`src/rtl/fetch_pkg.sv`:
```
package fetch_pkg;

    parameter int xlen = 32;

    typedef logic [xlen-1:0] inst_t;
    typedef logic [xlen-1:0] addr_t;

    // only the control-transfer opcodes matter to fetch
    typedef enum logic [6:0] {
        op_jal  = 7'b1101111,
        op_jalr = 7'b1100111,
        op_br   = 7'b1100011
    } opcode_e;

    typedef enum logic [1:0] {
        st_start = 2'b00, // about to issue
        st_wait  = 2'b01, // response pending
        st_drain = 2'b10, // stale response pending after redirect
        st_full  = 2'b11  // parked until the queue has room
    } fetch_state_e;

    // one queue slot, 97 bits
    typedef struct packed {
        inst_t inst;
        addr_t pc;
        logic  pred_taken;
        addr_t pred_target;
    } fetch_entry_t;

    // back-end btb update, 65 bits
    typedef struct packed {
        logic  valid;
        addr_t pc;
        addr_t target;
    } btb_write_t;

    // mispredict recovery, 33 bits
    typedef struct packed {
        logic  valid;
        addr_t pc;
    } redirect_t;

endpackage

```
`src/rtl/fetch_queue.sv`:
```
`timescale 1ns/1ps

module fetch_queue
    import fetch_pkg::*;
#(
    parameter int QUEUE_DEPTH = 8
) (
    input  logic         clk,
    input  logic         rst,
    input  logic         flush_i,
    input  logic         enq_i,
    input  fetch_entry_t enq_entry_i,
    input  logic         deq_i,
    output fetch_entry_t head_o,
    output logic         full_o,
    output logic         empty_o
);

    localparam int PTR_W = (QUEUE_DEPTH > 1) ? $clog2(QUEUE_DEPTH) : 1;
    localparam int CNT_W = $clog2(QUEUE_DEPTH + 1);

    fetch_entry_t     mem [QUEUE_DEPTH];
    logic [PTR_W-1:0] head_q;
    logic [PTR_W-1:0] tail_q;
    logic [CNT_W-1:0] count_q;
    logic             do_enq;
    logic             do_deq;

    // wrap explicitly so any depth works
    function automatic logic [PTR_W-1:0] ptr_inc(input logic [PTR_W-1:0] ptr);
        if (ptr == PTR_W'(QUEUE_DEPTH - 1)) begin
            return '0;
        end
        return ptr + 1'b1;
    endfunction

    assign full_o  = (count_q == CNT_W'(QUEUE_DEPTH));
    assign empty_o = (count_q == '0);
    assign head_o  = mem[head_q];

    assign do_enq = enq_i && !full_o && !flush_i;
    assign do_deq = deq_i && !empty_o && !flush_i; // flush wins

    always_ff @(posedge clk) begin
        if (do_enq) begin
            mem[tail_q] <= enq_entry_i;
        end
    end

    always_ff @(posedge clk) begin
        if (rst) begin
            head_q  <= '0;
            tail_q  <= '0;
            count_q <= '0;
        end else if (flush_i) begin
            head_q  <= '0; // drop everything in flight
            tail_q  <= '0;
            count_q <= '0;
        end else begin
            if (do_enq) begin
                tail_q <= ptr_inc(tail_q);
            end
            if (do_deq) begin
                head_q <= ptr_inc(head_q);
            end
            case ({do_enq, do_deq})
                2'b10:   count_q <= count_q + 1'b1;
                2'b01:   count_q <= count_q - 1'b1;
                default: count_q <= count_q; // both or neither
            endcase
        end
    end

endmodule

```
`config.mk`:
```
export PLATFORM = sky130hd
export DESIGN_NAME = fetch_queue
export DESIGN_NICKNAME = d
export VERILOG_FILES = /design/src/rtl/fetch_pkg.sv /design/src/rtl/fetch_queue.sv
export SDC_FILE = /design/constraint.sdc
export NUM_CORES = 1
export LEC_CHECK = 0
export BUFFER_PORTS_ARGS = -buffer_cell sky130_fd_sc_hd__buf_2
export CAP_MARGIN = 15
export CORE_UTILIZATION = 30
export DETAILED_ROUTE_END_ITERATION = 10
export PLACE_DENSITY = 0.51
export SLEW_MARGIN = 15
export SYNTH_ARGS = -nofsm -noshare
export SYNTH_HDL_FRONTEND = slang
export SYNTH_SLANG_ARGS = --single-unit
```
`constraint.sdc`:
```
create_clock -name clk -period 39.8 [get_ports clk]
set_clock_uncertainty 0.2 [all_clocks]
set_input_delay 9.95 -clock clk [delete_from_list [all_inputs] [get_ports clk]]
set_output_delay 9.95 -clock clk [all_outputs]
set_load 0.01 [all_outputs]
```
==> results of run 1 <==
[cells in the final DEF, fill, tap and decap left out, drive strengths merged]
cell and count:
o21ai 1, mux2 97, dfxtp 13, clkinv 26
nor2 12, o31ai 1, xor2 3, nor3 6
nand3 1, buf 228, bufinv 8, inv 5
clkbuf 110, nand3b 1, ha 7, nor4b 2
or3b 3, mux2i 3, clkinvlp 2, nand2b 4
or2 1, nor4 3, or3 2, edfxtp 776
o41ai 2, nand2 4, mux4 194, a2111oi 1
a21oi 6
[metrics by stage]
stage / instances / total power (µW) / util
after floorplan: 1204 / 961 / -
after global placement: 2659 / 983 / 0.329
after detailed placement: 2659 / 985 / 0.329
after CTS: 2809 / 1760 / 0.357
after global routing: 2809 / 1800 / 0.357
final: 2809 / 1740 / 0.357
[kinds of logic (layout without fill, tap and decap cells)]
logic type	count (synthesis)	count (layout)
multiplexers	294	294
AO/OA/AOI/OAI	11	11
AND/OR/NAND/NOR	39	39
buffers and inverters	61	379
adder cells (fa/ha/maj)	7	7
XOR/XNOR	3	3
flip-flops	789	789
[power by group through the flow]
stage	registers [µW]	clock network (µW)	logic [µW]
floorplan	939	0	21.6
global placement	937	0	45.2
detailed placement	938	0	47.0
CTS	920	793	47.2
global route	920	825	50.3
finish	920	769	45.8
[cell type report]
| type | count | area, µm² |
|---|---|---|
| Sequential cell | 789 | 23600 |
| Fill cell | 9012 | 63200 |
| Inverter | 1 | 3.75 |
| Timing Repair Buffer | 228 | 1210 |
| Multi-Input combinational cell | 354 | 5930 |
| Clock buffer | 110 | 2290 |
| Clock inverter | 40 | 430 |
| Tap cell | 1287 | 1610 |
[critical path, cell delays in order, from the launching register on]
cell and delay [ps]:
dfxtp_4 820, buf_4 870, buf_4 810, mux4_2 600, mux2_2 300, buf_2 140
[worst paths after layout]
| path | end | from | slack, ps | cells after the start |
|---|---|---|---|---|
| max | head_o[44] | flop | 25380 | 5 |
| min | flop | head_q[1] | 320 | 2 |
| max reg2reg | mem[6][45] | count_q[0] | 36420 | 4 |
| min reg2reg | flop | head_q[1] | 320 | 2 |
[metal layers]
metal  GRT usage  share of wire  vias up
li1            -              -     5680
met1       0.164           0.43     7005
met2       0.208           0.49      290
met3      0.0322          0.054       92
met4      0.0376          0.019       18
met5           0         0.0018        -
[flip-flops by register name, summed over array words and instances, names as in the netlist, named ones only]
signal   count
head_q       3
mem        776
count_q      4
tail_q       3
==> key figures, run 1 <==
Run status
  • Status: complete, no violations

Synthesis
  • Combinational family with the most area after synthesis: multiplexers
  • Post-synthesis sequential area ratio: 0.793
  • Yosys warning count: 0
  • Compound-Gate Fraction of Synth Area: 0.00232
  • Syn_nets: 1313
  • Synth Register Bits: 789
  • Top-count cell post-synth: edfxtp_1
  • Post-synth top cells: edfxtp_1, mux4_2, mux2_2
  • Avg Cell Area, Syn: 24.7 µm²
  • Simple-gate share of the synthesized area: 0.00703
  • Commonest register cell after synthesis: edfxtp_1
  • Post-synth top area share: 0.784
  • Post-synth cell types: 30
  • XOR/XNOR share of the synthesized area: 0.000884
  • Synth Area in Adders: 0.00295
  • Synth Instances: 1204
  • Area of the mapped netlist: 29700 µm²
  • Post-synth EDFFs: 776
  • Area contributors post-synth: edfxtp_1, mux4_2, mux2_2
  • Synth area leader: edfxtp_1
  • Fraction of registers with async set/reset: 0
  • Mux share of post-synthesis cell area: 0.185

Route
  • DRC: 0
  • Vias/cell: 4.66
  • Final WL: 62.6 mm
  • Iter 0 DRT Violations: 871
  • Drt wl/cell: 22.3 µm
  • Via count: 13085
  • Routed Antenna Nets: 0
  • First-pass iteration count of the detailed router: 4

Layout
  • N_diodes: 0
  • Nets: 1570
  • Area Growth Syn to Fin: 17.9%
  • Share of cells above drive strength 1: 0.428
  • Design area: 35100 µm²

GRT
  • Initial antenna violation count: 9
  • Pin count of the biggest net entering global routing: 64
  • Global Route Usage Sum: 0.126
  • First-pass GRT wire length: 93.0 mm
  • Vias in the first global route: 14345
  • Gr ovfl total: 0

Placed design
  • Buffers on Ports: 200
  • Dpl cell area: 32300 µm²
  • Hpwl dp: 33.6 mm
  • Place WS: 25810 ps
  • Routability cong.: 0.679

Floorplan
  • Initial Util: 0.302
  • Die width: 317 µm
  • Num rows: 115
  • Die area: 100000 µm²
  • I/O pins: 201
  • CORE AREA: 98300 µm²
  • Chip height: 317 µm

STA
  • Setup tns final: 0 ps
  • Worst Hold Slack: 317 ps
  • Final hold vios: 0
  • Minimum clock period: 14420 ps
  • Worst-Margin Slew: 1030 ps
  • Final setup violation count: 0
  • Fmax: 0.0694 GHz
  • Unrepaired setup endpoints after global routing: no
  • Final WS setup: 25380 ps
  • Crit share post-route: 0.362
  • Slew Limit Fails: 0
  • Max_slew headroom: 0.311

Critical path
  • WP data arrival: 4270 ps
  • Critical Path RT: 29650 ps
  • Worst Setup Path Type: reg -> out
  • Crit. End Element: output pin
  • Peak fanout along the critical path: 47
  • Startpoint type of the worst setup path: flop

Worst hold path
  • Hold Crit Class: reg -> reg

Pwr
  • Worst vdd ir: 0.0000384 V
  • P_leak: 0.0109 µW
  • Power Density: 49.5 nW/µm²
  • Net Switching: 339 µW
  • Reg power frac: 0.530
  • Switching Share: 0.195
  • Clock network fraction of design power: 0.443
  • Int Power: 1400 µW
  • Combinational Power Share: 0.026

Clock network
  • Resized Gates After CTS: 0
  • Clock Sinks: 789
  • TritonCTS clock tree: done
  • Hold-fix buffers at CTS: 0
  • Total CTS buffers: 87
  • Post-CTS Setup Inserts: 0
  • H-tree depth: 3
  • Max clock buf depth: 3
  • Clk_lat worst skew: 630 ps
  • Clock transition at path regs: 60 ps
  • Clock root buffer: clkbuf_16

Run
  • Max-cap violations: 0
No activity file was read; power rests on OpenSTA's default activity.
==> run 2, diff against run 1 <==
--- a/config.mk
+++ b/config.mk
@@ -5,11 +5,12 @@
 export SDC_FILE = /design/constraint.sdc
 export NUM_CORES = 1
 export LEC_CHECK = 0
+export ABC_AREA = 1
 export BUFFER_PORTS_ARGS = -buffer_cell sky130_fd_sc_hd__buf_2
 export CAP_MARGIN = 15
 export CORE_UTILIZATION = 30
 export DETAILED_ROUTE_END_ITERATION = 10
-export PLACE_DENSITY = 0.51
+export PLACE_DENSITY = 0.53
 export SLEW_MARGIN = 15
 export SYNTH_ARGS = -nofsm -noshare
 export SYNTH_HDL_FRONTEND = slang
==> constraint.sdc (replaced) <==
create_clock -name clk -period 11.7 [get_ports clk]
set_clock_uncertainty 0.2 [all_clocks]
set_input_delay 2.925 -clock clk [delete_from_list [all_inputs] [get_ports clk]]
set_output_delay 2.925 -clock clk [all_outputs]
set_load 0.01 [all_outputs]
==> key figures, run 2 <==
Critical path
  • WP data arrival: 4290 ps (+20 ps)
  • Crit-path cells: buf_4 -> buf_4 -> nor2_1 -> nor2_1 -> o21ai_0 -> o21ai_1 -> nand2_1 -> nand2_1 -> buf_2
  • Crit. End Element: output pin
  • Reg2Reg Launch Point: count_q[2]
  • CP max-delay cell: buf_4
  • Critical Path RT: 8580 ps (-21070 ps)
  • Startpoint type of the worst setup path: flop
  • Crit-path max cell delay: 920 ps (+50 ps)
  • Worst Setup Path Type: reg -> out
  • Peak fanout along the critical path: 87 (+85%)

Layout
  • Most frequent cells in the layout: edfxtp_1, nor2_1, nand2_1, o21ai_0, buf_2
  • Area Growth Syn to Fin: 16.1%
  • Largest register by flop count: mem
  • Biggest registers after layout: mem: 776 flops, count_q: 4 flops
  • Commonest non-fill, non-tap cell in the layout: edfxtp_1
  • Multi-input gate area: 6500 µm² (+9.5%)
  • Nets: 2568 (+64%)
  • Register area: 23600 µm² (unchanged)
  • Flip-flop count of the largest register after layout: 776 (unchanged)
  • Share of cells above drive strength 1: 0.142 (-0.285)
  • Fillers: 9725 (+7.9%)

STA
  • Final setup violation count: 0 (unchanged)
  • Max_slew headroom: 0.247 (-0.0640)
  • Setup tns final: 0 ps (unchanged)
  • Crit share post-route: 0.634
  • Slew Limit Fails: 0 (unchanged)
  • Worst Hold Slack: 295 ps (-22.7 ps)
  • Unrepaired setup endpoints after global routing: no
  • Fmax: 0.135 GHz
  • Worst-Margin Slew: 1130 ps (+96.0 ps)
  • Minimum clock period: 7410 ps
  • Final hold vios: 0 (unchanged)

GRT
  • Most Crowded Layer GR: met2
  • Gr ovfl total: 0 (unchanged)
  • GR Util met1: 0.173 (+0.00887)
  • Initial antenna violation count: 13 (+4)
  • Global Route Usage Sum: 0.141 (+0.0146)
  • Vias in the first global route: 18780 (+31%)
  • GRT met3 Usage: 0.0301 (-0.00214)
  • Pin count of the biggest net entering global routing: 197 (+210%)
  • First-pass GRT wire length: 111 mm (+19%)
  • Met2 usage: 0.246 (+0.0377)

Floorplan
  • Num rows: 117 (+1.7%)
  • Die width: 323 µm (+1.8%)
  • Die area: 104000 µm² (+3.7%)
  • I/O pins: 201 (unchanged)
  • Chip height: 323 µm (+1.8%)
  • CORE AREA: 102000 µm² (+3.5%)
  • Initial Util: 0.303 (+0.000445)

Route
  • Vias/cell: 4.71 (+1.1%)
  • Iter 0 DRT Violations: 1062 (+22%)
  • Via count: 18343 (+40%)
  • Final WL: 73.7 mm (+18%)
  • DRC: 0 (unchanged)
  • First-pass iteration count of the detailed router: 5 (+1)
  • Routed Antenna Nets: 0 (unchanged)
  • Drt wl/cell: 18.9 µm (-15%)

Synthesis
  • Fraction of registers with async set/reset: 0 (unchanged)
  • Area contributors post-synth: edfxtp_1, nor2_1, o21ai_0
  • Synth Register Bits: 789 (unchanged)
  • Top-count cell post-synth: edfxtp_1
  • Post-synth top area share: 0.756 (-0.0278)
  • Post-synth cell types: 23 (-23%)
  • Post-synth EDFFs: 776 (unchanged)
  • Post-synthesis sequential area ratio: 0.765 (-0.0281)
  • Post-synth top cells: edfxtp_1, nor2_1, nand2_1
  • Area of the mapped netlist: 30800 µm² (+3.7%)
  • Synth area leader: edfxtp_1
  • Yosys warning count: 0 (unchanged)
  • Syn_nets: 2390 (+82%)
  • Commonest register cell after synthesis: edfxtp_1
  • Synth Instances: 2281 (+89%)
  • Avg Cell Area, Syn: 13.5 µm² (-45%)

Clock network
  • Post-CTS Setup Inserts: 0 (unchanged)
  • Clock transition at path regs: 60 ps (about the same)
  • H-tree depth: 3 (unchanged)
  • Resized Gates After CTS: 0 (unchanged)
  • Clock root buffer: clkbuf_16
  • Total CTS buffers: 87 (unchanged)
  • Hold-fix buffers at CTS: 0 (unchanged)
  • Clock Sinks: 789 (unchanged)
  • Clk_lat worst skew: 650 ps (+20 ps)
  • TritonCTS clock tree: done
  • Max clock buf depth: 3 (unchanged)

Run status
  • Status: complete, no violations

Placed design
  • Hpwl dp: 37.0 mm (+10%)
  • Routability cong.: 0.719 (+5.8%)
  • Buffers on Ports: 200 (unchanged)

Pwr
  • P_leak: 0.0120 µW (+10%)
  • Power Density: 166 nW/µm² (+240%)
  • Worst vdd ir: 0.0000996 V (+160%)

Worst hold path
  • Hold Startpoint: head_q[1]
  • Hold Crit Class: reg -> reg

Run
  • Max-cap violations: 0 (unchanged)
## run 2: cells by family after synthesis
group                    share of synthesized area
AO/OA/AOI/OAI                               0.0850
XOR/XNOR                                  0.000853
buffers and inverters                       0.0266
AND/OR/NAND/NOR                             0.0887
adder cells (fa/ha/maj)                    0.00284
multiplexers                                0.0315
flip-flops                                   0.765
## run 2: layer usage
| metal | wire, µm | vias to the layer above | part of all wire |
|---|---|---|---|
| met3 | 3130 | 142 | 0.042 |
| li1 | - | 8653 | - |
| met4 | 1820 | 16 | 0.025 |
| met5 | 99 | - | 0.0013 |
| met1 | 31800 | 9197 | 0.43 |
| met2 | 36800 | 335 | 0.50 |
## run 2: critical path: cells and delay by family, from the launching register on
family	cells	cell delay (ps)
buffers and inverters	3	1960
DFF	1	850
and+or+nand+nor	4	430
AOI/OAI and AO/OA	2	210
## run 2: worst paths after layout
| check | end | slack (ps) | cells after the start |
|---|---|---|---|
| max | head_o[58] | 4290 | 9 |
| min | flop | 290 | 2 |
| max reg2reg | mem[3][18] | 7620 | 8 |
| min reg2reg | flop | 290 | 2 |
## run 2: cell type report
type,count,area share
Sequential cell,789,0.659
Multi-Input combinational cell,1331,0.182
Clock buffer,105,0.0627
Tap cell,1368,0.0478
Timing Repair Buffer,228,0.0342
Clock inverter,48,0.0121
Inverter,22,0.00266
Antenna cell,2,0.000140
## run 2: power breakdown
group | leakage [µW] | switching (µW) | internal [µW] | total [µW]
clock | 0.00131 | 1100 | 1460 | 2560
combinational | 0.00355 | 168 | 73.2 | 241
sequential | 0.00711 | 9.39 | 3130 | 3140
total | 0.0120 | 1270 | 4670 | 5950
## run 2: stage by stage
stage / worst slack [ps] / instances / power (µW) / area (µm²) / utilization
floorplan: 3560 / 2281 / 3330 / 30800 / -
global placement: 4860 / 3738 / 3440 / 33100 / 0.325
detailed placement: 4950 / 3738 / 3450 / 33100 / 0.325
CTS: 4210 / 3891 / 6030 / 35800 / 0.352
global route: 3860 / 3893 / 6160 / 35800 / 0.352
finish: 4290 / 3893 / 5950 / 35800 / 0.352
==> run 3, diff against run 2 <==
==> constraint.sdc (replaced) <==
create_clock -name clk -period 6 [get_ports clk]
set_clock_uncertainty 0.2 [all_clocks]
set_input_delay 1.5 -clock clk [delete_from_list [all_inputs] [get_ports clk]]
set_output_delay 1.5 -clock clk [all_outputs]
set_load 0.01 [all_outputs]
==> key figures, run 3 (synthesis results as in run 2) <==
Run status
  • Status: complete, no violations

Route
  • Via count: 18169 (-0.95%)
  • First-pass iteration count of the detailed router: 5 (unchanged)
  • Drt wl/cell: 19.0 µm (+0.28%)
  • Iter 0 DRT Violations: 1344 (+27%)
  • Routed Antenna Nets: 0 (unchanged)
  • DRC: 0 (unchanged)
  • Vias/cell: 4.67 (-0.95%)
  • Final WL: 73.9 mm (+0.28%)

STA
  • Worst-Margin Slew: 1330 ps (+199 ps)
  • Max_slew headroom: 0.114 (-0.133)
  • Fmax: 0.217 GHz
  • Slew Limit Fails: 0 (unchanged)
  • Final setup violation count: 0 (unchanged)
  • Unrepaired setup endpoints after global routing: no
  • Minimum clock period: 4600 ps
  • Final hold vios: 0 (unchanged)
  • Crit share post-route: 0.767

Pwr
  • Reg power frac: 0.528 (about the same)
  • Worst vdd ir: 0.000188 V (+89%)
  • Int Power: 9120 µW (+95%)
  • Switching Share: 0.213 (-0.000923)
  • Power Density: 323 nW/µm² (+94%)
  • Combinational Power Share: 0.043 (+0.002)
  • Net Switching: 2470 µW (+94%)
  • P_leak: 0.0120 µW (+0.30%)
  • Clock network fraction of design power: 0.429 (-0.002)
  • Total power: 11600 µW (+95%)

Clock network
  • Total CTS buffers: 83 (-4.6%)
  • Post-CTS Setup Inserts: 0 (unchanged)
  • H-tree depth: 3 (unchanged)
  • Clock Sinks: 789 (unchanged)
  • Clk_lat worst skew: 630 ps (-20 ps)
  • TritonCTS clock tree: done
  • Clock transition at path regs: 60 ps (about the same)
  • Resized Gates After CTS: 0 (unchanged)
  • Clock root buffer: clkbuf_16
  • Hold-fix buffers at CTS: 0 (unchanged)
  • Max clock buf depth: 3 (unchanged)

Layout
  • Flip-flop count of the largest register after layout: 776 (unchanged)
  • Share of cells above drive strength 1: 0.143 (+0.000849)
  • Largest register by flop count: mem
  • Post-Route Utilization: 0.353 (+0.00145)
  • Commonest non-fill, non-tap cell in the layout: edfxtp_1
  • Area Growth Syn to Fin: 16.6%
  • Biggest registers after layout: mem: 776 flops, count_q: 4 flops
  • Most frequent cells in the layout: edfxtp_1, nor2_1, nand2_1, o21ai_0, buf_2
  • Nets: 2569 (+0.039%)

Critical path
  • Startpoint type of the worst setup path: flop
  • WP data arrival: 2900 ps (-1390 ps)
  • Crit-path max cell delay: 550 ps (-370 ps)
  • Crit. End Element: output pin
  • Crit-path cells: inv_8 -> buf_4 -> nor2_1 -> o22ai_1 -> nand2_1 -> nand2_1 -> buf_2
  • Critical Path RT: 4300 ps (-4280 ps)
  • CP max-delay cell: inv_8
  • Cell repeated most along the worst path: nand2_1
  • Peak fanout along the critical path: 119 (+37%)
  • Worst Setup Path Type: reg -> out

Floorplan
  • Die width: 323 µm (unchanged)
  • Num rows: 117 (unchanged)
  • CORE AREA: 102000 µm² (unchanged)
  • Die area: 104000 µm² (unchanged)
  • I/O pins: 201 (unchanged)
  • Initial Util: 0.303 (unchanged)
  • Chip height: 323 µm (unchanged)

GRT
  • First-pass GRT wire length: 111 mm (+0.84%)
  • Global Route Usage Sum: 0.141 (-0.000268)
  • Initial antenna violation count: 16 (+3)
  • Pin count of the biggest net entering global routing: 195 (-1.0%)
  • Gr ovfl total: 0 (unchanged)
  • Vias in the first global route: 18698 (-0.44%)

Placed design
  • Routability cong.: 0.709 (-1.4%)
  • Hpwl dp: 40.3 mm (+8.9%)
  • Buffers on Ports: 200 (unchanged)

Run
  • Max-cap violations: 0 (unchanged)

Worst hold path
  • Hold Crit Class: reg -> reg
[run 3: cell types whose count changed in the layout (fill, tap and decap cells not counted), moves of 2 or more]
cell / previous run / this run
buf_12: 1 / 13
buf_4: 27 / 20
bufinv_16: 4 / 7
clkbuf_1: 18 / 16
clkbuf_16: 87 / 83
clkinv_2: 15 / 9
[run 3: critical path, delay by kind of cell, from the launching register on]
family | cells | cell delay [ps]
AND/OR/NAND/NOR | 3 | 390
flip-flops | 1 | 380
AO/OA/AOI/OAI | 1 | 170
buffers and inverters | 3 | 1220
[run 3: final cells by class]
| type | count | area (µm²) |
|---|---|---|
| Fill cell | 9707 | 65800 |
| Sequential cell | 789 | 23600 |
| Multi-Input combinational cell | 1331 | 6500 |
| Clock buffer | 99 | 2140 |
| Tap cell | 1368 | 1710 |
| Timing Repair Buffer | 233 | 1410 |
| Clock inverter | 48 | 502 |
| Inverter | 22 | 92.6 |
| Antenna cell | 3 | 7.51 |
[run 3: power by group through the flow]
stage               logic [µW]  registers [µW]  clock network, µW
floorplan                  249            6250                  0
global placement           497            6240                  0
detailed placement         508            6240                  0
CTS                        510            6130               5110
global route               553            6130               5300
finish                     496            6130               4980
[run 3: layer usage]
layer  part of all wire  wire, µm  track usage  vias to the layer above
li1                   -         -            -                     8652
met2               0.49     36200        0.239                      351
met5             0.0017       124            0                        -
met4              0.022      1650       0.0451                       20
met1               0.43     32100        0.177                     9017
met3              0.052      3860       0.0316                      129
[run 3: path summary, 6_finish.rpt]
path         startpoint         end  slack, ps  depth (start not counted)
min           head_q[1]        flop        290                          2
min reg2reg   head_q[1]        flop        290                          2
max reg2reg  count_q[1]  mem[3][40]       3060                          7
max                flop   head_o[2]       1400                          7
[run 3: through the flow]
step / setup TNS, ps / hold slack (ps) / instance area (µm²) / setup slack (ps) / std cells
detailed placement: 0 / 298 / 33300 / 1930 / 3743
CTS: 0 / 301 / 35900 / 1310 / 3890
floorplan: -485720 / 262 / 30800 / -716 / 2281
finish: 0 / 295 / 35900 / 1400 / 3893
global route: 0 / 323 / 35900 / 1180 / 3893
global placement: 0 / 284 / 33300 / 1910 / 3743
