$ cat src/rtl/fetch_pkg.sv
package fetch_pkg;

    parameter int xlen = 32;

    typedef logic [xlen-1:0] inst_t;
    typedef logic [xlen-1:0] addr_t;

    // only the control-transfer opcodes matter to fetch
    typedef enum logic [6:0] {
        op_jal  = 7'b1101111,
        op_jalr = 7'b1100111,
        op_br   = 7'b1100011
    } opcode_e;

    typedef enum logic [1:0] {
        st_start = 2'b00, // about to issue
        st_wait  = 2'b01, // response pending
        st_drain = 2'b10, // stale response pending after redirect
        st_full  = 2'b11  // parked until the queue has room
    } fetch_state_e;

    // one queue slot, 97 bits
    typedef struct packed {
        inst_t inst;
        addr_t pc;
        logic  pred_taken;
        addr_t pred_target;
    } fetch_entry_t;

    // back-end btb update, 65 bits
    typedef struct packed {
        logic  valid;
        addr_t pc;
        addr_t target;
    } btb_write_t;

    // mispredict recovery, 33 bits
    typedef struct packed {
        logic  valid;
        addr_t pc;
    } redirect_t;

endpackage

$ cat src/rtl/fetch_ctrl.sv
`timescale 1ns/1ps

module fetch_ctrl
    import fetch_pkg::*;
#(
    parameter addr_t RESET_PC       = 32'h1eceb000,
    parameter int    BTB_INDEX_BITS = 8
) (
    input  logic                      clk,
    input  logic                      rst,
    input  inst_t                     imem_rdata_i,
    input  logic                      imem_resp_i,
    input  redirect_t                 redirect_i,
    input  logic                      btb_hit_i,
    input  addr_t                     btb_target_i,
    input  logic                      queue_full_i,
    output logic                      imem_req_o,
    output addr_t                     imem_addr_o,
    output logic                      btb_rd_en_o,
    output logic [BTB_INDEX_BITS-1:0] btb_rd_idx_o,
    output logic                      enq_valid_o,
    output fetch_entry_t              enq_entry_o,
    output logic                      flush_o
);

    fetch_state_e state, state_next;
    addr_t        pc, pc_next;
    opcode_e      opcode;
    logic         is_branch;
    logic         pred_taken;
    logic         idle;
    logic         resp_ok;

    assign opcode     = opcode_e'(imem_rdata_i[6:0]);
    assign is_branch  = opcode inside {op_jal, op_jalr, op_br};
    assign pred_taken = is_branch && btb_hit_i; // btb result alone is not trusted

    assign idle = (state == st_start) || (state == st_full);

    // a redirect this cycle cancels the request for the old pc
    assign imem_req_o   = idle && !queue_full_i && !redirect_i.valid && !rst;
    assign imem_addr_o  = pc;
    assign btb_rd_en_o  = imem_req_o; // lookup rides along with the request
    assign btb_rd_idx_o = pc[BTB_INDEX_BITS+1:2];

    assign resp_ok     = (state == st_wait) && imem_resp_i && !redirect_i.valid;
    assign enq_valid_o = resp_ok;
    assign flush_o     = redirect_i.valid;

    assign enq_entry_o = '{
        inst:        imem_rdata_i,
        pc:          pc,
        pred_taken:  pred_taken,
        pred_target: pred_taken ? btb_target_i : addr_t'(0)
    };

    always_comb begin
        state_next = state;
        pc_next    = pc;
        if (redirect_i.valid) begin
            pc_next = redirect_i.pc;
            // still owed a response unless it shows up right now
            if ((state == st_wait || state == st_drain) && !imem_resp_i) begin
                state_next = st_drain;
            end else begin
                state_next = st_start;
            end
        end else begin
            case (state)
                st_start, st_full: begin
                    if (imem_req_o) begin
                        state_next = st_wait;
                    end else if (queue_full_i) begin
                        state_next = st_full; // hold off until a dequeue
                    end
                end
                st_wait: begin
                    if (imem_resp_i) begin
                        pc_next    = pred_taken ? btb_target_i : pc + addr_t'(4);
                        state_next = st_start;
                    end
                end
                st_drain: begin
                    if (imem_resp_i) begin
                        state_next = st_start; // stale word dropped
                    end
                end
                default: state_next = st_start;
            endcase
        end
    end

    always_ff @(posedge clk) begin
        if (rst) begin
            state <= st_start;
            pc    <= RESET_PC;
        end else begin
            state <= state_next;
            pc    <= pc_next;
        end
    end

endmodule

$ cat config.mk
export PLATFORM = sky130hd
export DESIGN_NAME = fetch_ctrl
export DESIGN_NICKNAME = d
export VERILOG_FILES = /design/src/rtl/fetch_pkg.sv /design/src/rtl/fetch_ctrl.sv
export SDC_FILE = /design/constraint.sdc
export NUM_CORES = 1
export LEC_CHECK = 0
export BUFFER_PORTS_ARGS = -buffer_cell sky130_fd_sc_hd__clkbuf_2
export CAP_MARGIN = 10
export CORE_MARGIN = 2
export CORE_UTILIZATION = 30
export CTS_CLUSTER_SIZE = 8
export DETAILED_ROUTE_END_ITERATION = 7
export MAX_ROUTING_LAYER = met4
export PLACE_DENSITY = 0.59
export SKIP_CTS_REPAIR_TIMING = 1
export SKIP_LAST_GASP = 1
export SLEW_MARGIN = 15
export SYNTH_ARGS = -nofsm -noshare
export SYNTH_HDL_FRONTEND = slang
export SYNTH_SLANG_ARGS = --single-unit
export TNS_END_PERCENT = 100
$ cat constraint.sdc
create_clock -name clk -period 3.9 [get_ports clk]
set_clock_uncertainty 0.05 [all_clocks]
set_input_delay 1.17 -clock clk [delete_from_list [all_inputs] [get_ports clk]]
set_output_delay 1.17 -clock clk [all_outputs]
set_load 0.01 [all_outputs]
==> results of run 1 <==
## through the flow
stage	hold slack, ns	utilization	instances
3_5_place_dp	0.4625	0.3668	686
4_1_cts	0.4805	0.3756	694
3_3_place_gp	0.4245	0.3668	686
5_1_grt	0.5091	0.3756	694
6_report	0.4835	0.3756	694
2_1_floorplan	0.4125	-	446
## per-layer routing
metal / GRT usage / wire (microns) / vias up
li1: - / - / 1750
met1: 0.2548 / 5193 / 1726
met2: 0.3455 / 5817 / 173
met3: 0.03511 / 771 / 22
met4: 0.07326 / 272 / 0
met5: - / 0 / -
## sequential cells by signal (all words and copies together) (netlist names)
signal / count
imem_addr_o: 32
state: 2
## layout make-up
class,instances,area (sq um),share of cell area
multi-input cells,297,1833,0.4706
well taps,136,170.2,0.04369
inverters,15,56.30,0.01446
repair buffers,204,1064,0.2730
clock buffers,7,86.33,0.02217
flip-flops and latches,34,680.7,0.1748
clock inverters,1,5.005,0.001285
## power groups by stage
| stage | registers, W | logic (W) | clock network, W |
|---|---|---|---|
| 6_report | 0.000427 | 0.000282 | 0.000282 |
| 5_1_grt | 0.000435 | 0.000313 | 0.000309 |
| 4_1_cts | 0.000427 | 0.000285 | 0.000289 |
| 3_5_place_dp | 0.000435 | 0.000284 | 0 |
| 3_3_place_gp | 0.000432 | 0.000282 | 0 |
| 2_1_floorplan | 0.000431 | 0.000209 | 0 |
## Yosys cell counts (4+ instances only)
cell type / instances
sky130_fd_sc_hd__a211oi_1: 6
sky130_fd_sc_hd__a21o_1: 5
sky130_fd_sc_hd__a21oi_1: 23
sky130_fd_sc_hd__a221o_1: 4
sky130_fd_sc_hd__a31oi_1: 9
sky130_fd_sc_hd__and2_1: 35
sky130_fd_sc_hd__and4_1: 4
sky130_fd_sc_hd__buf_4: 75
sky130_fd_sc_hd__clkbuf_1: 19
sky130_fd_sc_hd__dfxtp_1: 34
sky130_fd_sc_hd__inv_1: 12
sky130_fd_sc_hd__nand2_1: 29
sky130_fd_sc_hd__nand2b_1: 4
sky130_fd_sc_hd__nand3_1: 20
sky130_fd_sc_hd__nand4_1: 12
sky130_fd_sc_hd__nor2_1: 29
sky130_fd_sc_hd__nor3_1: 10
sky130_fd_sc_hd__nor4_1: 7
sky130_fd_sc_hd__o21ai_0: 28
sky130_fd_sc_hd__or3_1: 4
sky130_fd_sc_hd__xnor2_1: 6
sky130_fd_sc_hd__xor2_1: 5
## logic make-up (layout without fill, tap and decap cells)
group,count (synthesis),after routing
flops,34,34
compound gates,108,108
mux,3,3
buf+inv,115,227
xor+xnor,11,11
fa+ha+maj,2,2
simple gates,173,173
## layout by cell type, fill, tap and decap left out, types with 12 or more instances in the layout
master | synthesis | layout
sky130_fd_sc_hd__o21ai_0 | 28 | 28
sky130_fd_sc_hd__nor2_1 | 29 | 29
sky130_fd_sc_hd__a21oi_1 | 23 | 23
sky130_fd_sc_hd__dfxtp_1 | 34 | 34
sky130_fd_sc_hd__and2_1 | 35 | 35
sky130_fd_sc_hd__nand4_1 | 12 | 12
sky130_fd_sc_hd__inv_1 | 12 | 12
sky130_fd_sc_hd__nand3_1 | 20 | 20
sky130_fd_sc_hd__nand2_1 | 29 | 29
sky130_fd_sc_hd__clkbuf_2 | 1 | 192
## worst reg2reg max path: cells and delay by family, from the launching register on
kind            cells  cell delay [ns]
simple gates        3             0.73
flops               1             0.49
compound gates      1             0.36
fa+ha+maj           1             0.28
xor+xnor            1             0.17
## final timing paths
check | from | end | slack (ns) | depth (start not counted)
hold reg to reg | state[0]$_SDFFE_PP0P_ | state[0]$_SDFFE_PP0P_ | 0.48 | 2
setup reg to reg | imem_addr_o[3]$_SDFFE_PP0P_ | imem_addr_o[20]$_SDFFE_PP0P_ | 1.73 | 6
hold / removal | state[0]$_SDFFE_PP0P_ | state[0]$_SDFFE_PP0P_ | 0.48 | 2
setup / recovery | imem_rdata_i[4] | enq_entry_o[3] | 0.32 | 8
==> results.md, run 1 <==
Synthesis:
- The synthesized instance count is between 400 and 500.
- Counting every net in the synthesized netlist gives 550.
- The mux cell area share after synthesis is 0.009679.
- The synthesized-area fraction occupied by ao, oa, aoi and oai cells is 0.2238.
- The area share of and/or/nand/nor cells after synthesis is 0.2962.
- For this run, the number of Yosys warnings is 0.
- The synthesized netlist contains 62 unique library cells.
- The share of synthesized area in the top cell type comes to 0.2106.
- The synthesized area per cell is 7.246 sq um.
- The xor-xnor portion of the synthesized cell area is 0.02981.
- In this run, synthesis produced a sequential element count of 34.
- The cell type with the highest aggregate area in the netlist is sky130_fd_sc_hd__dfxtp_1.
- The async set-reset flop share out of synthesis is 0.
- Of the total synthesized cell area, the portion taken by full adders, half adders and majority gates is 0.007743.
- The dominant synthesized flop cell is sky130_fd_sc_hd__dfxtp_1.
- The main combinational cell family by area after synthesis is simple AND/OR/NAND/NOR gates.
- The sequential share of the synthesized area is 0.2106.
- In this run, synthesis inferred 0 flip-flops with an integrated enable.
- The combined area of all synthesized cells is 3232 sq um.
- By area the synthesized netlist is led by sky130_fd_sc_hd__dfxtp_1 (21%), sky130_fd_sc_hd__buf_4 (17%), sky130_fd_sc_hd__and2_1 (6.8%).

Timing:
- Setup repair after global routing left no endpoint under its margin.
- The final number of max-transition violations came to 0.
- The final-report hold violation count is 0.
- The shortest clock period the worst path allows after layout is 3.584 ns.
- Setup violations remaining at the end of the flow were counted as 0.
- The period utilization is 0.9190.
- Static timing analysis puts the maximum clock frequency at approximately 280 MHz.
- Headroom to the max-slew limit came out at 0.6368.
- The sum of negative setup slack is 0 ns.
- The pin slew with the least headroom to its limit is ~0.54 ns.
- The final setup slack of the worst path is 0.3160 ns.

Die:
- The initial utilization of the core area, before any placement, comes to 0.3117.
- The die width is 107.8 microns.
- The core area is 10370 sq um.
- The area enclosed by the die boundary is 11620 sq um.
- The number of placement rows is 37.
- The floorplan step set the die height to 107.8 microns.
- During I/O placement, the number of pins put on the boundary was between 200 and 250.

Placed design:
- After detailed placement, the total cell area comes to 3804 sq um.
- The HPWL after detailed placement is 8956 microns.
- Before CTS, the worst setup slack after placement is between 0.3 and 0.4 ns.
- Input and output buffers added on the ports amount to 192.
- The last weighted congestion value of the routability-driven placer is 0.8005.

Clock network:
- The later pin in the worst-skew pair is clocked with a latency of 0.29 ns.
- The root buffer cell is sky130_fd_sc_hd__clkbuf_8.
- The H-tree was split into 2 levels.
- TritonCTS built the clock tree.
- Counting along the longest clock path gives a buffer depth of 2.
- The number of buffers added by the clock tree synthesis step is 5.
- After clock tree synthesis, the clock-pin slew on the worst setup and hold paths is 0.07 ns.
- The clock net sink count is 34.

Setup path:
- Among cell families on the critical path, the largest total delay comes from buffers and inverters.
- The slowest cell on the critical path is sky130_fd_sc_hd__buf_4.
- The required time at the worst-slack endpoint is approximately 2.7 ns.
- STA classifies the critical path endpoint as an output port.
- The type of the worst setup path is input port to output port.
- For this run, the slowest stage of the critical path takes 0.29 ns.
- The arrival time of data at the critical path endpoint is 2.36 ns.
- The type of element launching the critical path is an input port.
- Counting both buffers and inverters, the worst setup path holds a total of 5.
- The cell that appears most often on the critical path is sky130_fd_sc_hd__clkbuf_2.
- Traced cell by cell, the critical path runs through clkbuf_2 > and4b_1 > nand3_1 > inv_2 > buf_4 > nand2_1 > inv_1 > clkbuf_2.
- The top fanout value on the critical path is 30.

Drt:
- The total via count after detailed routing is 3671.
- The final antenna-violating net count is 0.
- The pre-antenna-repair detailed-routing pass consisted of 4 iterations.
- The DRC violations left is 0.
- The total wire length after detailed routing is 12060 microns.
- The iteration-0 DRC count of the detailed router is ~110.
- The routed wirelength normalized by instance count is 17.37 microns.
- Using the TritonRoute via totals, the vias-per-cell ratio works out to 5.290.

Pwr:
- The worst IR drop on VDD is 0.1252 mV.
- The analysis attributes to net switching a power of approximately 0.00035 W.
- The share of total power in the clock network is 0.284.
- The switching share of power is 0.3500.
- The power density of the placed cells is 254.4 nW/um^2.
- For this design the static power due to leakage is 1.867 nW.
- The internal power of the cells totals around 0.00064 W.
- The power share of the combinational group is 0.285.
- The part of the power in registers is 0.431.
- The final total power is 0.0009910 W.

Run:
- The max-capacitance violation count is 0.

Final layout:
- The post-layout net count is 661.
- In the final layout, the share of cells above drive strength 1 is 0.3996.
- The area added between synthesis and finish is 20.52%.
- The diode insertion count for antenna repair is 0.
- The fill cell instance count of the final layout is about 1100.
- The final instance area is 3895 sq um.

GRT:
- The via count of the first global-routing pass is 3441.
- The residual overflow from global routing is 0.
- The aggregate global-route resource usage is 0.2081.
- The maximum number of pins on one net before global-route repair is 38.
- The number of antenna violations at the first check in global routing is 0.
- The wire length of the first global-routing pass is 18170 microns.

Run status:
- The run finished with clean final reports.

Hold path:
- In this run the worst hold path is classified as register to register.
No activity file was read; power rests on OpenSTA's default activity.
==> run 2: changes to the inputs <==
Settings changed: MAX_ROUTING_LAYER met4 to not set, PLACE_DENSITY 0.59 to not set, PLACE_DENSITY_LB_ADDON set to 0.12.
==> results.md, run 2 (synthesized netlist as in run 1, its figures left out) <==
Timing:
- The final-report hold violation count is 0 (unchanged).
- The achievable clock frequency is 283.6 MHz (+1.6%).
- The period utilization was 0.9042 (-0.01474).
- Setup repair after global routing left no endpoint under its margin.
- The sum of negative setup slack was 0 ns (unchanged).
- The remaining max-slew budget at the tightest pin came to 0.7089 (+0.07202).
- The total of endpoints with negative setup slack in the final report was 0 (unchanged).
- The shortest clock period the worst path allows after layout came to 3.526 ns (-0.05747 ns).
- The pin slew with the least headroom to its limit is 0.4367 ns (-0.1067 ns).
- The final number of max-transition violations is 0 (unchanged).

Setup path:
- The worst reg2reg path endpoint is imem_addr_o[20]$_SDFFE_PP0P_.
- The worst-case reg-to-reg path depth is 6 (unchanged).
- The minimum setup slack among reg-to-reg paths is 1.77 ns (+0.04 ns).
- The required time at the worst-slack endpoint came to 2.68 ns (about the same).
- The top fanout value on the critical path is 48 (+60%).
- The worst register-to-register path begins at imem_addr_o[2]$_SDFFE_PP0P_.
- STA classifies the critical path startpoint as an input port.
- The kind of capture point of the worst setup path is an output port.
- The type of the worst setup path is input port to output port.
- The arrival time of data at the critical path endpoint was 2.31 ns (-0.05 ns).

Pwr:
- The static leakage power came to 1.881 nW (+0.75%).
- The part of the power in registers is 0.413 (-0.018).
- The power share of the combinational group is 0.273 (-0.012).
- The share of total power in the clock network was 0.314 (+0.030).
- The switching share of power is 0.3408 (-0.009237).
- The net switching power figure is 0.0003520 W (+1.5%).
- The worst IR drop on VDD is 0.1306 mV (+4.3%).
- The total internal power is 0.0006810 W (+5.7%).
- The final total power was 0.001033 W (+4.2%).
- The power density of the placed cells is 263.4 nW/um^2 (+3.5%).

Final layout:
- Leaving out fill and tap cells, the most frequent cells in the layout are sky130_fd_sc_hd__clkbuf_2 (192), sky130_fd_sc_hd__and2_1 (35), sky130_fd_sc_hd__dfxtp_1 (34).
- The number of flip-flops in the largest register came to 32 (unchanged).
- The area growth from synthesis to layout is 21.33%.
- The diode insertion count for antenna repair was 0 (unchanged).
- The most common library cell in the layout ignoring fill and taps is sky130_fd_sc_hd__clkbuf_2.
- The proportion of layout cells with a drive suffix above 1 is 0.4025 (+0.002863).
- The final instance area is 3921 sq um (+0.67%).
- The final design utilization is 0.3781 (+0.002534).
- The post-layout net count is 662 (+0.15%).

Run status:
- The run finished with clean final reports.

Die:
- The effective utilization at floorplan is 0.3117 (unchanged).
- The number of top-level design ports is 243 (unchanged).
- The core area is 10370 sq um (unchanged).
- The number of placement rows was 37 (unchanged).
- The area enclosed by the die boundary was 11620 sq um (unchanged).
- The die width was 107.8 microns (unchanged).
- The height of the chip is 107.8 microns (unchanged).

GRT:
- The maximum number of pins on one net before global-route repair came to 49 (+29%).
- The wire length of the first global-routing pass is 17710 microns (-2.6%).
- The residual overflow from global routing is 0 (unchanged).
- The aggregate global-route resource usage is 0.1971 (-0.01106).
- The number of antenna violations at the first check in global routing was 0 (unchanged).
- The via count of the first global-routing pass is 3431 (-0.29%).

Drt:
- The total wire length after detailed routing was 11630 microns (-3.5%).
- The total via count after detailed routing is 3618 (-1.4%).
- The number of vias per cell after detailed routing came to 5.206 (-1.6%).
- The iteration-0 DRC count of the detailed router is 115 (+5.5%).
- The final antenna-violating net count is 0 (unchanged).
- The number of search-and-repair iterations in the first detailed-routing pass is 6 (+2).
- The routed wirelength normalized by instance count came to 16.73 microns (-3.7%).
- The DRC violations left is 0 (unchanged).

Placed design:
- The count of buffers inserted at the top-level ports is 192 (unchanged).
- The HPWL reported at the end of detailed placement came to 8641 microns (-3.5%).
- The placed cell area is 3811 sq um (+0.20%).
- The last weighted congestion value of the routability-driven placer was 0.7987 (-0.22%).

Clock network:
- The H-tree depth was 2 (unchanged).
- The clock net sink count is 34 (unchanged).
- The number of buffers added by the clock tree synthesis step is 5 (unchanged).
- The maximum clock insertion buffer count is 2 (unchanged).
- The register clock-pin slew on the reported worst setup and hold paths is 0.07 ns (about the same).
- The CTS tree is built.
- The clock latency on the worst-skew pair is 0.29 ns (about the same).
- The root buffer cell is sky130_fd_sc_hd__clkbuf_8.

Hold path:
- The number of cells on the worst hold path came to 2 (unchanged).
- The endpoint with the worst hold slack is state[0]$_SDFFE_PP0P_.
- The type of the most critical hold path is register to register.
- In this run the most critical hold path is launched from state[0]$_SDFFE_PP0P_.

Run:
- The max-capacitance violation count is 0 (unchanged).
run 2: changes by cell type in the layout (fill, tap and decap cells not counted), sizes merged:
| cell | change |
|---|---|
| buf | +1 |
| clkbuf | +1 |
| clkinv | -1 |
run 2: through the flow:
| stage | hold slack (ns) | setup slack [ns] | std cells |
|---|---|---|---|
| after floorplan | 0.4125 | 0.2764 | 446 |
| after global placement | 0.4249 | 0.4055 | 687 |
| after detailed placement | 0.4499 | 0.3724 | 687 |
| after CTS | 0.4679 | 0.3748 | 695 |
| after global routing | 0.4898 | 0.2599 | 695 |
| final | 0.4624 | 0.3735 | 695 |
run 2: critical path, stage by stage:
cell and delay, ns:
sky130_fd_sc_hd__clkbuf_2 0.08, sky130_fd_sc_hd__and4b_1 0.27, sky130_fd_sc_hd__nand3_1 0.12, sky130_fd_sc_hd__inv_2 0.10
sky130_fd_sc_hd__buf_12 0.21, sky130_fd_sc_hd__and2_1 0.19, sky130_fd_sc_hd__clkbuf_2 0.14
run 2: per-layer routing:
| layer | part of all wire | track usage | up-vias | wire, microns |
|---|---|---|---|---|
| li1 | - | - | 1753 | - |
| met1 | 0.44 | 0.2506 | 1694 | 5158 |
| met2 | 0.48 | 0.3441 | 156 | 5534 |
| met3 | 0.072 | 0.03753 | 15 | 835 |
| met4 | 0.0087 | 0.04304 | 0 | 101 |
| met5 | 0 | 0 | - | 0 |
run 2: final cells by class:
| cell class | count | area (sq um) |
|---|---|---|
| clock buffers | 8 | 110.1 |
| fillers | 1167 | 6449 |
| inverters | 15 | 56.30 |
| multi-input cells | 297 | 1833 |
| flip-flops and latches | 34 | 680.7 |
| well taps | 136 | 170.2 |
| repair buffers | 205 | 1071 |
run 2: worst max path at each step:
stage | slack [ns] | depth (start not counted) | to | startpoint
6_report | 0.37 | 7 | enq_entry_o[23] | imem_rdata_i[4]
5_1_grt | 0.26 | 7 | enq_entry_o[23] | imem_rdata_i[4]
4_1_cts | 0.37 | 7 | enq_entry_o[23] | imem_rdata_i[4]
3_5_place_dp | 0.37 | 7 | enq_entry_o[23] | imem_rdata_i[4]
3_3_place_gp | 0.41 | 7 | enq_entry_o[23] | imem_rdata_i[4]
2_1_floorplan | 0.28 | 6 | enq_entry_o[10] | imem_rdata_i[4]
run 2: power groups by stage:
stage          logic, W  registers (W)  clock network, W
4_1_cts        0.000287       0.000426          0.000327
3_5_place_dp   0.000286       0.000434                 0
3_3_place_gp   0.000285       0.000433                 0
5_1_grt        0.000315       0.000434          0.000344
6_report       0.000282       0.000426          0.000324
2_1_floorplan  0.000209       0.000431                 0
==> run 3: changes to the inputs <==
Settings changed: PLACE_DENSITY set to 0.62, PLACE_DENSITY_LB_ADDON 0.12 to not set.
==> results.md, run 3 (synthesized netlist as in run 1, its figures left out) <==
Setup path:
- In this run the critical register-to-register path is captured at imem_addr_o[20]$_SDFFE_PP0P_.
- The origin of the critical flop-to-flop path is imem_addr_o[2]$_SDFFE_PP0P_.
- The required time at the worst-slack endpoint is 2.68 ns (about the same).
- The top fanout value on the critical path was 49 (+2.1%).
- The signal on the critical path passes through clkbuf_2 > and4b_1 > nand3_1 > inv_2 > buf_12 > and2_1 > clkbuf_2.
- The largest stage delay on the critical path is 0.27 ns (about the same).
- The worst-case reg-to-reg path depth is 6 (unchanged).
- For this design, the slowest cell found on the critical path is sky130_fd_sc_hd__and4b_1.
- STA classifies the critical path endpoint as an output port.
- The cell seen most often among critical-path stages is sky130_fd_sc_hd__clkbuf_2.
- The type of element launching the critical path is an input port.
- The minimum setup slack among reg-to-reg paths is 1.75 ns (-0.02 ns).
- The family of cells with the greatest summed delay on the critical path is simple AND/OR/NAND/NOR gates.
- The type of the worst setup path is input port to output port.
- The buffer and inverter count on the worst path is 4 (unchanged).
- The arrival time of data at the critical path endpoint came to 2.29 ns (-0.02 ns).

Run status:
- The run finished with clean final reports.

Drt:
- The number of vias per cell after detailed routing was 5.282 (+1.5%).
- The final antenna-violating net count was 0 (unchanged).
- The total via count after detailed routing is 3666 (+1.3%).
- The number of search-and-repair iterations in the first detailed-routing pass was 4 (-2).
- The routed wirelength normalized by instance count is 17.13 microns (+2.4%).
- The iteration-0 DRC count of the detailed router is 176 (+53%).
- The total wire length after detailed routing was 11890 microns (+2.2%).
- The DRC violations left was 0 (unchanged).

GRT:
- The residual overflow from global routing is 0 (unchanged).
- The wire length of the first global-routing pass is 17910 microns (+1.1%).
- The aggregate global-route resource usage is 0.1991 (+0.002025).
- The number of antenna violations at the first check in global routing is 0 (unchanged).
- The maximum number of pins on one net before global-route repair is 50 (+2.0%).
- The via count of the first global-routing pass was 3255 (-5.1%).

Die:
- The number of top-level design ports is 243 (unchanged).
- The die width came to 107.8 microns (unchanged).
- The height of the chip is 107.8 microns (unchanged).
- The number of placement rows is 37 (unchanged).
- The area enclosed by the die boundary is 11620 sq um (unchanged).
- The effective utilization at floorplan is 0.3117 (unchanged).
- The core area is 10370 sq um (unchanged).

Clock network:
- The clock net sink count came to 34 (unchanged).
- The clock latency on the worst-skew pair is 0.29 ns (about the same).
- The CTS tree is built.
- The H-tree depth is 2 (unchanged).
- The register clock-pin slew on the reported worst setup and hold paths was 0.08 ns (about the same).
- The root buffer cell is sky130_fd_sc_hd__clkbuf_8.
- The maximum clock insertion buffer count was 2 (unchanged).
- The number of buffers added by the clock tree synthesis step was 5 (unchanged).

Timing:
- The final number of max-transition violations is 0 (unchanged).
- The final-report hold violation count was 0 (unchanged).
- The remaining max-slew budget at the tightest pin is 0.6269 (-0.08195).
- The pin slew with the least headroom to its limit was 0.5583 ns (+0.1216 ns).
- The total of endpoints with negative setup slack in the final report is 0 (unchanged).
- The achievable clock frequency is 284.7 MHz (+0.40%).
- The sum of negative setup slack is 0 ns (unchanged).
- The period utilization was 0.9006 (-0.003634).
- The shortest clock period the worst path allows after layout was 3.512 ns (-0.01417 ns).
- Setup repair after global routing left no endpoint under its margin.

Final layout:
- The fill cell instance count of the final layout is 1146 (-1.8%).
- The diode insertion count for antenna repair is 0 (unchanged).
- The multi-input combinational cell area is 1833 sq um (unchanged).
- The number of flip-flops in the largest register came to 32 (unchanged).
- The register area was 680.7 sq um (unchanged).
- The filler-free cell count of the finished design came to 694 (-0.14%).
- The final design utilization is 0.3756 (-0.002534).
- The proportion of layout cells with a drive suffix above 1 is 0.3996 (-0.002863).
- The area growth from synthesis to layout is 20.52%.
- The most common library cell in the layout ignoring fill and taps is sky130_fd_sc_hd__clkbuf_2.
- In the layout the commonest cells are sky130_fd_sc_hd__clkbuf_2 (192), sky130_fd_sc_hd__and2_1 (35), sky130_fd_sc_hd__dfxtp_1 (34).
- The post-layout net count came to 661 (-0.15%).
- The final instance area is 3895 sq um (-0.67%).

Placed design:
- The placed cell area came to 3804 sq um (-0.20%).
- The last weighted congestion value of the routability-driven placer is 0.7778 (-2.6%).
- The HPWL reported at the end of detailed placement is 8867 microns (+2.6%).
- The cell count after placement is 686 (-0.15%).
- The count of buffers inserted at the top-level ports is 192 (unchanged).

Pwr:
- The static leakage power is 1.867 nW (-0.75%).
- The worst IR drop on VDD was 0.1182 mV (-9.5%).
- The power density of the placed cells is 255.1 nW/um^2 (-3.2%).

Run:
- The max-capacitance violation count was 0 (unchanged).

Hold path:
- The path with the worst hold slack has its endpoint at state[0]$_SDFFE_PP0P_.
- The min-delay analysis places its worst path in the category register to register.
- The startpoint identified for the worst hold timing path is state[0]$_SDFFE_PP0P_.
- The number of cells on the worst hold path came to 2 (unchanged).
## run 3: cell types whose count changed in the layout (fill, tap and decap cells not counted), sizes merged
cell | before | now
buf | 13 | 12
clkinv | 2 | 3
clkbuf | 200 | 199
## run 3: report_power, final
part           switching [W]  internal (W)  total (W)
registers          0.0000519      0.000374   0.000426
logic               0.000155      0.000127   0.000282
clock network       0.000143      0.000143   0.000286
total               0.000349      0.000644   0.000994
## run 3: worst max-delay path by stage
stage                     from         endpoint  slack, ns  cells past startpoint
2_1_floorplan  imem_rdata_i[4]  enq_entry_o[10]       0.28                      6
3_3_place_gp   imem_rdata_i[4]  enq_entry_o[23]       0.41                      7
3_5_place_dp   imem_rdata_i[4]  enq_entry_o[23]       0.37                      7
4_1_cts        imem_rdata_i[4]  enq_entry_o[23]       0.37                      7
5_1_grt        imem_rdata_i[4]  enq_entry_o[23]       0.26                      7
6_report       imem_rdata_i[4]  enq_entry_o[23]       0.39                      7
## run 3: tightest hold or removal path, stage by stage (launching register included)
cell and delay [ns]:
sky130_fd_sc_hd__dfxtp_1 0.34, sky130_fd_sc_hd__a21oi_1 0.06, sky130_fd_sc_hd__nor2_1 0.07
## run 3: area by class of cell
| type | count | area share |
|---|---|---|
| Clock buffer | 7 | 0.02217 |
| Tap cell | 136 | 0.04369 |
| Sequential cell | 34 | 0.1748 |
| Inverter | 15 | 0.01446 |
| Clock inverter | 1 | 0.001285 |
| Multi-Input combinational cell | 297 | 0.4706 |
| Timing Repair Buffer | 204 | 0.2730 |
## run 3: layer usage
layer,share of wire,vias up,track usage
li1,-,1746,-
met1,0.40,1702,0.2519
met2,0.48,188,0.3401
met3,0.090,30,0.02906
met4,0.029,0,0.07509
met5,0,-,0
## run 3: through the flow
step	power (W)	hold WS [ns]	setup slack [ns]
global placement	0.0007143	0.4264	0.4117
detailed placement	0.0007193	0.4431	0.3681
finish	0.0009936	0.4560	0.3877
floorplan	0.0006401	0.4125	0.2764
global route	0.001047	0.4894	0.2584
CTS	0.001005	0.4632	0.3681
